### src/design/core_consts.svh
`ifndef CORE_CONSTS_SVH
`define CORE_CONSTS_SVH

// Widths and sizes
`define DATA_W      32
`define REG_ADDR_W  5
`define NUM_LANES   3
`define MEM_WORDS   64
`define MEM_ADDR_W  6

// Major opcodes
`define OP_REG      7'b0110011
`define OP_IMM      7'b0010011
`define OP_LOAD     7'b0000011
`define OP_STORE    7'b0100011

// ALU funct3 / funct7 codes
`define F3_ADD_SUB  3'b000
`define F3_SLT      3'b010
`define F3_XOR      3'b100
`define F3_OR       3'b110
`define F3_AND      3'b111
`define F7_SUB      7'b0100000

`endif

### src/design/core_pkg.sv
`include "core_consts.svh"

package core_pkg;

    // ==============================
    // Basic scalar types
    // ==============================

    typedef logic [`DATA_W-1:0]     word_t;
    typedef logic [`REG_ADDR_W-1:0] reg_addr_t;
    typedef logic [6:0]             opcode_t;
    typedef logic [2:0]             funct3_t;

    // Enough bits to name any lane
    typedef logic [1:0]             lane_id_t;

    // ==============================
    // Instruction views
    // ==============================

    // Register-register format
    typedef struct packed {
        logic [6:0] funct7;
        reg_addr_t  rs2;
        reg_addr_t  rs1;
        funct3_t    funct3;
        reg_addr_t  rd;
        opcode_t    opcode;
    } r_fmt_t;

    // Immediate and load format
    typedef struct packed {
        logic [11:0] imm;
        reg_addr_t   rs1;
        funct3_t     funct3;
        reg_addr_t   rd;
        opcode_t     opcode;
    } i_fmt_t;

    // Store format, immediate split around rs1/rs2
    typedef struct packed {
        logic [6:0] imm_hi;
        reg_addr_t  rs2;
        reg_addr_t  rs1;
        funct3_t    funct3;
        logic [4:0] imm_lo;
        opcode_t    opcode;
    } s_fmt_t;

    // Opcode field sits in the same place in every view
    typedef union packed {
        r_fmt_t r;
        i_fmt_t i;
        s_fmt_t s;
    } inst_word_u;

endpackage

### src/design/mem_bus_if.sv
`timescale 1ns/1ps

`include "core_consts.svh"

interface mem_bus_if;
    import core_pkg::*;

    // Lane side
    logic                   req;
    logic                   we;
    logic [`MEM_ADDR_W-1:0] addr;
    word_t                  wdata;

    // Arbiter side
    logic                   gnt;
    logic                   rvalid;
    word_t                  rdata;

    modport lane (
        output req, we, addr, wdata,
        input  gnt, rvalid, rdata
    );

    modport arbiter (
        input  req, we, addr, wdata,
        output gnt, rvalid, rdata
    );

endinterface

### src/design/exec_lane.sv
`timescale 1ns/1ps

`include "core_consts.svh"

module exec_lane (
    input  logic               clk,
    input  logic               reset,
    input  logic               i_issue_valid,
    input  core_pkg::inst_word_u i_issue_inst,
    input  core_pkg::word_t    i_rs1_val,
    input  core_pkg::word_t    i_rs2_val,
    output logic               o_issue_ready,
    output logic               o_wb_valid,
    output logic               o_wb_we,
    output core_pkg::reg_addr_t o_wb_rd,
    output core_pkg::word_t    o_wb_data,
    mem_bus_if.lane            bus
);
    import core_pkg::*;

    typedef enum logic [1:0] {S_IDLE, S_REQ, S_WAIT, S_WB} state_t;

    state_t                 state;
    logic                   accept;
    logic                   is_reg;
    logic                   is_load;
    logic                   is_store;
    logic                   is_mem;
    word_t                  imm_i;
    word_t                  imm_s;
    word_t                  op_b;
    word_t                  alu_res;
    word_t                  eff_addr;
    logic                   req_we;
    logic [`MEM_ADDR_W-1:0] req_addr;
    word_t                  req_wdata;

    // ==============================
    // Decode
    // ==============================

    assign is_reg   = (i_issue_inst.r.opcode == `OP_REG);
    assign is_load  = (i_issue_inst.r.opcode == `OP_LOAD);
    assign is_store = (i_issue_inst.r.opcode == `OP_STORE);
    assign is_mem   = is_load | is_store;

    assign imm_i = {{(`DATA_W-12){i_issue_inst.i.imm[11]}}, i_issue_inst.i.imm};
    assign imm_s = {{(`DATA_W-12){i_issue_inst.s.imm_hi[6]}},
                    i_issue_inst.s.imm_hi, i_issue_inst.s.imm_lo};

    assign op_b = is_reg ? i_rs2_val : imm_i;

    // SUB only exists in the register form
    always_comb begin
        case (i_issue_inst.r.funct3)
            `F3_ADD_SUB: begin
                if (is_reg && i_issue_inst.r.funct7 == `F7_SUB) begin
                    alu_res = i_rs1_val - op_b;
                end else begin
                    alu_res = i_rs1_val + op_b;
                end
            end
            `F3_SLT: alu_res = {{(`DATA_W-1){1'b0}}, $signed(i_rs1_val) < $signed(op_b)};
            `F3_XOR: alu_res = i_rs1_val ^ op_b;
            `F3_OR:  alu_res = i_rs1_val | op_b;
            `F3_AND: alu_res = i_rs1_val & op_b;
            default: alu_res = '0;
        endcase
    end

    // Byte address, then word index
    assign eff_addr = i_rs1_val + (is_store ? imm_s : imm_i);

    // ==============================
    // Sequencing
    // ==============================

    assign o_issue_ready = (state == S_IDLE) || (state == S_WB);
    assign accept        = i_issue_valid && o_issue_ready;
    assign o_wb_valid    = (state == S_WB);

    always_ff @(posedge clk or negedge reset) begin
        if (!reset) begin
            state  <= S_IDLE;
            req_we <= 1'b0;
        end else if (accept) begin
            state  <= is_mem ? S_REQ : S_WB;
            req_we <= is_store;
        end else begin
            case (state)
                S_REQ: begin
                    if (bus.gnt) begin
                        state <= req_we ? S_WB : S_WAIT;
                    end
                end
                S_WAIT: begin
                    if (bus.rvalid) begin
                        state <= S_WB;
                    end
                end
                S_WB:    state <= S_IDLE;
                default: state <= S_IDLE;
            endcase
        end
    end

    // Result and request payload
    always_ff @(posedge clk) begin
        if (accept) begin
            o_wb_we   <= !is_store;
            o_wb_rd   <= is_store ? '0 : i_issue_inst.i.rd;
            o_wb_data <= is_mem ? '0 : alu_res;
            req_addr  <= eff_addr[`MEM_ADDR_W+1:2];
            req_wdata <= i_rs2_val;
        end else if (state == S_WAIT && bus.rvalid) begin
            o_wb_data <= bus.rdata;
        end
    end

    assign bus.req   = (state == S_REQ);
    assign bus.we    = req_we;
    assign bus.addr  = req_addr;
    assign bus.wdata = req_wdata;

endmodule

### src/design/mem_arbiter.sv
`timescale 1ns/1ps

`include "core_consts.svh"

module mem_arbiter (
    input  logic                   clk,
    input  logic                   reset,
    mem_bus_if.arbiter             lanes [`NUM_LANES],
    output logic                   o_ram_en,
    output logic                   o_ram_we,
    output logic [`MEM_ADDR_W-1:0] o_ram_addr,
    output core_pkg::word_t        o_ram_wdata,
    input  core_pkg::word_t        i_ram_rdata
);
    import core_pkg::*;

    logic [`NUM_LANES-1:0]  req_vec;
    logic [`NUM_LANES-1:0]  we_vec;
    logic [`MEM_ADDR_W-1:0] addr_vec [`NUM_LANES];
    word_t                  wdata_vec [`NUM_LANES];

    lane_id_t last_gnt;
    lane_id_t win;
    logic     grant_any;
    logic     rd_pend;
    lane_id_t rd_lane;

    // Flatten the interface array so it can be indexed by a variable
    for (genvar g = 0; g < `NUM_LANES; g++) begin : g_lane
        assign req_vec[g]   = lanes[g].req;
        assign we_vec[g]    = lanes[g].we;
        assign addr_vec[g]  = lanes[g].addr;
        assign wdata_vec[g] = lanes[g].wdata;

        assign lanes[g].gnt    = grant_any && (win == lane_id_t'(g));
        assign lanes[g].rvalid = rd_pend && (rd_lane == lane_id_t'(g));
        assign lanes[g].rdata  = i_ram_rdata;
    end

    // ==============================
    // Round-robin pick
    // ==============================

    // Walk backwards so the lane right after last_gnt wins
    always_comb begin
        int idx;
        win       = last_gnt;
        grant_any = 1'b0;
        for (int i = `NUM_LANES; i >= 1; i--) begin
            idx = (int'(last_gnt) + i) % `NUM_LANES;
            if (req_vec[idx]) begin
                win       = lane_id_t'(idx);
                grant_any = 1'b1;
            end
        end
    end

    assign o_ram_en    = grant_any;
    assign o_ram_we    = we_vec[win];
    assign o_ram_addr  = addr_vec[win];
    assign o_ram_wdata = wdata_vec[win];

    // Pointer and read return tracking
    always_ff @(posedge clk or negedge reset) begin
        if (!reset) begin
            last_gnt <= lane_id_t'(`NUM_LANES - 1);
            rd_pend  <= 1'b0;
            rd_lane  <= '0;
        end else begin
            rd_pend <= grant_any && !we_vec[win];
            if (grant_any) begin
                last_gnt <= win;
                rd_lane  <= win;
            end
        end
    end

endmodule

### src/design/data_ram.sv
`timescale 1ns/1ps

`include "core_consts.svh"

module data_ram (
    input  logic                   clk,
    input  logic                   i_en,
    input  logic                   i_we,
    input  logic [`MEM_ADDR_W-1:0] i_addr,
    input  core_pkg::word_t        i_wdata,
    output core_pkg::word_t        o_rdata
);
    import core_pkg::*;

    word_t mem [`MEM_WORDS];

    // Write on enable+we, otherwise a registered read
    always_ff @(posedge clk) begin
        if (i_en) begin
            if (i_we) begin
                mem[i_addr] <= i_wdata;
            end else begin
                o_rdata <= mem[i_addr];
            end
        end
    end

endmodule

### src/design/perf_counters.sv
`timescale 1ns/1ps

`include "core_consts.svh"

module perf_counters (
    input  logic                  clk,
    input  logic                  reset,
    input  logic [`NUM_LANES-1:0] i_retire,
    input  logic [`NUM_LANES-1:0] i_stall,
    output core_pkg::word_t       o_cycles,
    output core_pkg::word_t       o_retired,
    output core_pkg::word_t       o_mem_stalls
);
    import core_pkg::*;

    lane_id_t retire_cnt;
    lane_id_t stall_cnt;

    // Per-cycle population counts
    always_comb begin
        retire_cnt = '0;
        stall_cnt  = '0;
        for (int i = 0; i < `NUM_LANES; i++) begin
            retire_cnt = retire_cnt + lane_id_t'(i_retire[i]);
            stall_cnt  = stall_cnt + lane_id_t'(i_stall[i]);
        end
    end

    always_ff @(posedge clk or negedge reset) begin
        if (!reset) begin
            o_cycles     <= '0;
            o_retired    <= '0;
            o_mem_stalls <= '0;
        end else begin
            o_cycles     <= o_cycles + 1'b1;
            o_retired    <= o_retired + word_t'(retire_cnt);
            o_mem_stalls <= o_mem_stalls + word_t'(stall_cnt);
        end
    end

endmodule

### src/design/lane_cluster_top.sv
`timescale 1ns/1ps

`include "core_consts.svh"

module lane_cluster_top (
    input  logic                                   clk,
    input  logic                                   reset,
    input  logic [`NUM_LANES-1:0]                  i_issue_valid,
    input  core_pkg::inst_word_u [`NUM_LANES-1:0]  i_issue_inst,
    input  core_pkg::word_t [`NUM_LANES-1:0]       i_rs1_val,
    input  core_pkg::word_t [`NUM_LANES-1:0]       i_rs2_val,
    output logic [`NUM_LANES-1:0]                  o_issue_ready,
    output logic [`NUM_LANES-1:0]                  o_wb_valid,
    output logic [`NUM_LANES-1:0]                  o_wb_we,
    output core_pkg::reg_addr_t [`NUM_LANES-1:0]   o_wb_rd,
    output core_pkg::word_t [`NUM_LANES-1:0]       o_wb_data,
    output core_pkg::word_t                        o_perf_cycles,
    output core_pkg::word_t                        o_perf_retired,
    output core_pkg::word_t                        o_perf_mem_stalls
);

    logic [`NUM_LANES-1:0]  lane_retire;
    logic [`NUM_LANES-1:0]  lane_stall;

    logic                   ram_en;
    logic                   ram_we;
    logic [`MEM_ADDR_W-1:0] ram_addr;
    logic [`DATA_W-1:0]     ram_wdata;
    logic [`DATA_W-1:0]     ram_rdata;

    mem_bus_if bus_if [`NUM_LANES] ();

    // ==============================
    // Execution lanes
    // ==============================

    for (genvar g = 0; g < `NUM_LANES; g++) begin : g_lane
        exec_lane exec_lane_inst (
            .clk           (clk),
            .reset         (reset),
            .i_issue_valid (i_issue_valid[g]),
            .i_issue_inst  (i_issue_inst[g]),
            .i_rs1_val     (i_rs1_val[g]),
            .i_rs2_val     (i_rs2_val[g]),
            .o_issue_ready (o_issue_ready[g]),
            .o_wb_valid    (o_wb_valid[g]),
            .o_wb_we       (o_wb_we[g]),
            .o_wb_rd       (o_wb_rd[g]),
            .o_wb_data     (o_wb_data[g]),
            .bus           (bus_if[g].lane)
        );

        // Denied request this cycle
        assign lane_stall[g] = bus_if[g].req && !bus_if[g].gnt;
    end

    assign lane_retire = o_wb_valid;

    // ==============================
    // Shared memory path
    // ==============================

    mem_arbiter mem_arbiter_inst (
        .clk         (clk),
        .reset       (reset),
        .lanes       (bus_if),
        .o_ram_en    (ram_en),
        .o_ram_we    (ram_we),
        .o_ram_addr  (ram_addr),
        .o_ram_wdata (ram_wdata),
        .i_ram_rdata (ram_rdata)
    );

    data_ram data_ram_inst (
        .clk     (clk),
        .i_en    (ram_en),
        .i_we    (ram_we),
        .i_addr  (ram_addr),
        .i_wdata (ram_wdata),
        .o_rdata (ram_rdata)
    );

    perf_counters perf_counters_inst (
        .clk          (clk),
        .reset        (reset),
        .i_retire     (lane_retire),
        .i_stall      (lane_stall),
        .o_cycles     (o_perf_cycles),
        .o_retired    (o_perf_retired),
        .o_mem_stalls (o_perf_mem_stalls)
    );

endmodule

### config.mk
export PLATFORM = sky130hd
export DESIGN_NAME = lane_cluster_top
export DESIGN_NICKNAME = d
export VERILOG_FILES = /design/src/design/core_pkg.sv /design/src/design/mem_bus_if.sv /design/src/design/exec_lane.sv /design/src/design/mem_arbiter.sv /design/src/design/data_ram.sv /design/src/design/perf_counters.sv /design/src/design/lane_cluster_top.sv
export VERILOG_INCLUDE_DIRS = /design/src /design/src/design
export SDC_FILE = /design/constraint.sdc
export NUM_CORES = 2
export LEC_CHECK = 0
export ABC_AREA = 1
export BUFFER_PORTS_ARGS = -buffer_cell sky130_fd_sc_hd__buf_2
export CORE_MARGIN = 3
export CORE_UTILIZATION = 40
export CTS_BUF_LIST = sky130_fd_sc_hd__clkbuf_4 sky130_fd_sc_hd__clkbuf_8
export DETAILED_ROUTE_END_ITERATION = 8
export GPL_ROUTABILITY_DRIVEN = 0
export REMOVE_ABC_BUFFERS = 1
export SLEW_MARGIN = 10
export SYNTH_ARGS = -nofsm -noshare
export SYNTH_HDL_FRONTEND = slang
export SYNTH_SLANG_ARGS = --single-unit
export TNS_END_PERCENT = 10
### constraint.sdc
create_clock -name clk -period 6.4 [get_ports clk]
set_clock_uncertainty 0.1 [all_clocks]
set_input_delay 0.96 -clock clk [delete_from_list [all_inputs] [get_ports clk]]
set_output_delay 0.96 -clock clk [all_outputs]
set_load 0.02 [all_outputs]
==> impl_metrics.py <==
metrics = {
    "status": {
        "status": "complete, no violations",
    },
    "sta": {
        "slew_headroom_pct": 15.7,
        "tightest_slew_ps": 1260,
        "setup_viol": 0,
        "hold_viol": 0,
        "fin_ws_ps": 914,
        "max_clock_freq_ghz": 0.182,
        "min_period_ps": 5490,
        "rsz0062_at_grt": "no",
        "drv_slew": 0,
        "setup-tns-final_ps": 0,
        "fin_crit_sh_pct": 85.7,
    },
    "yosys": {
        "ys_top_cells_by_area": "edfxtp_1, nand2_1, nand3_1",
        "synthesis.area_um2": 120000,
        "synth_top_cell_by_area": "edfxtp_1",
        "syn_avg_cell_area_um2": 9.18,
        "ys_warn_count": 0,
        "synth_cell_types": 58,
        "ys_seq_area_share_pct": 59.8,
        "synth_edf_count": 2308,
        "synth-main-ff-cell": "edfxtp_1",
        "netlist_instances": 13100,
        "synth_top_area_share_pct": 57.6,
        "ys_seq_elements": 2417,
        "async_flop_share_pct": 4.51,
    },
    "route": {
        "drcViolationCount": 0,
        "vias": 97300,
        "initialDrtViolationCount": 12000,
        "dr.pass1.iters": 7,
        "antenna_left": 0,
        "routed_wl_mm": 438,
        "viasPerCell": 5.44,
        "wl_per_cell_um": 24.5,
    },
    "clock_network": {
        "cts-root-buf": "clkbuf_8",
        "cts_buffer_depth": 4,
        "path_clk_slew_ps": 70,
        "cts_made_buffers": 397,
        "cts_htree_levels": 5,
        "cts_tree": "yes",
        "clkSinkCount": 2417,
        "clk_latency_ps": 1060,
        "post_cts_buffers": 0,
    },
    "setup_path": {
        "setup.worst_path.class": "flop to flop",
        "cp.arrival_ps": 6130,
        "cp_slowest_cell": "nor2_1",
        "crit_fanout": 57,
        "cp-end-kind": "flop",
        "cp.required_ps": 7050,
        "path_cells": "inv_1 -> ha_1 -> inv_1 -> nand3_1 -> nand2_1 -> inv_1 -> nand2_1 -> nand2_2 -> inv_2 -> buf_4 -> nand2_1 -> nand2_8 -> inv_8 -> buf_12 -> buf_4 -> nand2_1 -> nand2_1 -> nand2_1 -> nand2_1 -> nand2_1 -> nand2_1 -> nor2_1 -> nand2_1",
        "crit_path_start_kind": "flop",
        "crit_top_cell": "nand2_1",
        "slowest_delay_ps": 520,
    },
    "placed_design": {
        "dp.cells": 17100,
        "dp_slack_ps": 944,
        "dp_hpwl_mm": 287,
        "io_buffers": 493,
    },
    "grt": {
        "first_global_vias": 88800,
        "gr-usage-met2_pct": 41.0,
        "grt_util_met3_pct": 6.25,
        "grt_max_degree": 157,
        "grt.busiest_layer": "met2",
        "grt_usage_pct": 27.5,
        "overflow": 0,
        "grt_pass1_wl_mm": 623,
        "grt_antenna_before_repair": 82,
        "use_met1_pct": 36.2,
    },
    "flow_run": {
        "cap_violations": 0,
    },
    "die": {
        "ios": 509,
        "die_h_um": 555,
        "core_area_um2": 298000,
        "die_area_um2": 308000,
        "start_util_pct": 40.4,
        "die_x_um": 555,
        "rows": 200,
    },
    "layout": {
        "fin_nets": 14200,
        "layout-drive-gt1-share_pct": 11.2,
        "areaGrowthSynthToFinish_pct": 13.0,
        "fin_cells": 17900,
    },
    "min_path": {
        "hold_path.class": "input port to flop",
    },
}
cell type report:
type,instances,area (um2)
fillers,28600,162000
flip-flops and latches,2417,72000
multi-input cells,9276,43300
clock buffers,537,6550
repair buffers,777,5280
well taps,3939,4930
inverters,718,2710
clock inverters,161,1020
diodes,58,145
through the flow:
stage / util (%) / cell area (um2) / hold WS, ps
6_report: 45.6 / 136000 / 73.2
5_1_grt: 45.6 / 136000 / 59.2
4_1_cts: 45.5 / 136000 / 7.58
3_5_place_dp: 43.0 / 128000 / 352
3_3_place_gp: 43.0 / 128000 / 354
2_1_floorplan: - / 117000 / 353
metal layers:
layer  share of wire [%]  routed length (um)
met1                  39              171000
met2                  43              188000
met3                  10               45400
met4                 7.4               32500
met5               0.076                 335
synthesized netlist by cell type (7+ instances only):
| library cell | number |
|---|---|
| o211ai_1 | 25 |
| o21ai_1 | 8 |
| ha_1 | 325 |
| a21oi_1 | 314 |
| a21o_1 | 26 |
| o21a_1 | 13 |
| nor2_2 | 9 |
| o21ai_0 | 495 |
| nand4_1 | 32 |
| buf_1 | 43 |
| edfxtp_1 | 2308 |
| buf_2 | 404 |
| xnor2_1 | 37 |
| nor2_1 | 599 |
| nor3_1 | 57 |
| xor2_1 | 85 |
| o2111ai_1 | 12 |
| o21bai_1 | 26 |
| o221ai_1 | 9 |
| a221oi_1 | 37 |
| nand3_1 | 1239 |
| a21boi_0 | 7 |
| inv_2 | 22 |
| buf_4 | 20 |
| dfrtp_1 | 108 |
| nand2_1 | 5758 |
| a211oi_1 | 8 |
| nor4_1 | 16 |
| o22ai_1 | 43 |
| fa_1 | 10 |
| inv_1 | 692 |
| nor3_2 | 8 |
| or2_2 | 15 |
| clkbuf_1 | 233 |
| a31oi_1 | 16 |
cells by family (layout without fill, tap and decap cells):
group / Yosys count / in the layout / synth area share, %
simple gates: 7762 / 7762 / 25.9
flops: 2417 / 2417 / 59.8
fa+ha+maj: 335 / 335 / 3.54
buf+inv: 1422 / 2193 / 4.94
other cells: 0 / 58 / 0
xor+xnor: 122 / 122 / 0.888
compound gates: 1057 / 1057 / 4.92
state kept, by name, summed over array words and instances, names as in the netlist:
register,flops
g_lane.exec_lane_inst.o_wb_data,96
mem_arbiter_inst.rd_pend,1
perf_counters_inst.o_retired,32
perf_counters_inst.o_mem_stalls,32
data_ram_inst.o_rdata,32
mem_arbiter_inst.last_gnt,1
perf_counters_inst.o_cycles,32
g_lane.exec_lane_inst.bus.we,3
g_lane.exec_lane_inst.bus.wdata,96
g_lane.exec_lane_inst.o_wb_rd,15
g_lane.exec_lane_inst.bus.addr,18
data_ram_inst.mem,2048
mem_arbiter_inst.rd_lane,2
g_lane.exec_lane_inst.o_wb_we,3
g_lane.exec_lane_inst.state,6
cells in the final DEF (no fill, tap or decap), drive strengths merged, types with 5 or more instances in the layout:
cell	Yosys	final
nand2	5764	5764
edfxtp	2308	2308
nand3	1241	1241
buf	471	767
inv	714	724
nor2	611	611
clkbuf	233	537
o21ai	505	505
ha	325	325
a21oi	315	315
clkinv	4	137
dfrtp	108	108
xor2	85	85
nor3	65	65
diode	0	58
o22ai	43	43
nand4	38	38
xnor2	37	37
a221oi	37	37
a21o	26	26
o21bai	26	26
o211ai	26	26
or2	18	18
nor4	17	17
a31oi	16	16
o21a	13	13
o2111ai	12	12
fa	10	10
clkinvlp	0	10
dlygate4sd3	0	10
o221ai	9	9
a211oi	8	8
bufinv	0	8
a21boi	7	7
a22o	5	5
a2bb2oi	5	5
what timing repair did:
action	CTS	global route
gates resized for setup	0	0
endpoints found under the setup margin	0	0
hold buffers	10	0
hold endpoints to repair	59	0
path summary, 6_finish.rpt:
path	start	to	slack [ps]	cells after the start
setup / recovery	mem_arbiter_inst.rd_lane[0]	data_ram_inst.o_rdata[16]	910	23
hold / removal	i_rs2_val[36]	g_lane[1].exec_lane_inst.bus.wdata[4]	70	1
setup reg to reg	mem_arbiter_inst.rd_lane[0]	data_ram_inst.o_rdata[16]	910	23
hold reg to reg	perf_counters_inst.o_retired[31]	perf_counters_inst.o_retired[31]	360	1
max in group asynchronous	reset	perf_counters_inst.o_mem_stalls[7]	4520	3
min in group asynchronous	reset	perf_counters_inst.o_retired[26]	430	2
worst max-delay path: cells and delay by family, from the launching register on:
family / cells / cell delay [ps]
buffers and inverters: 8 / 1810
flip-flops: 1 / 390
AND/OR/NAND/NOR: 14 / 2370
adder cells (fa/ha/maj): 1 / 350
Power is not shown: default switching activity piles up to over one toggle a cycle in this logic, so the estimate is an artifact.
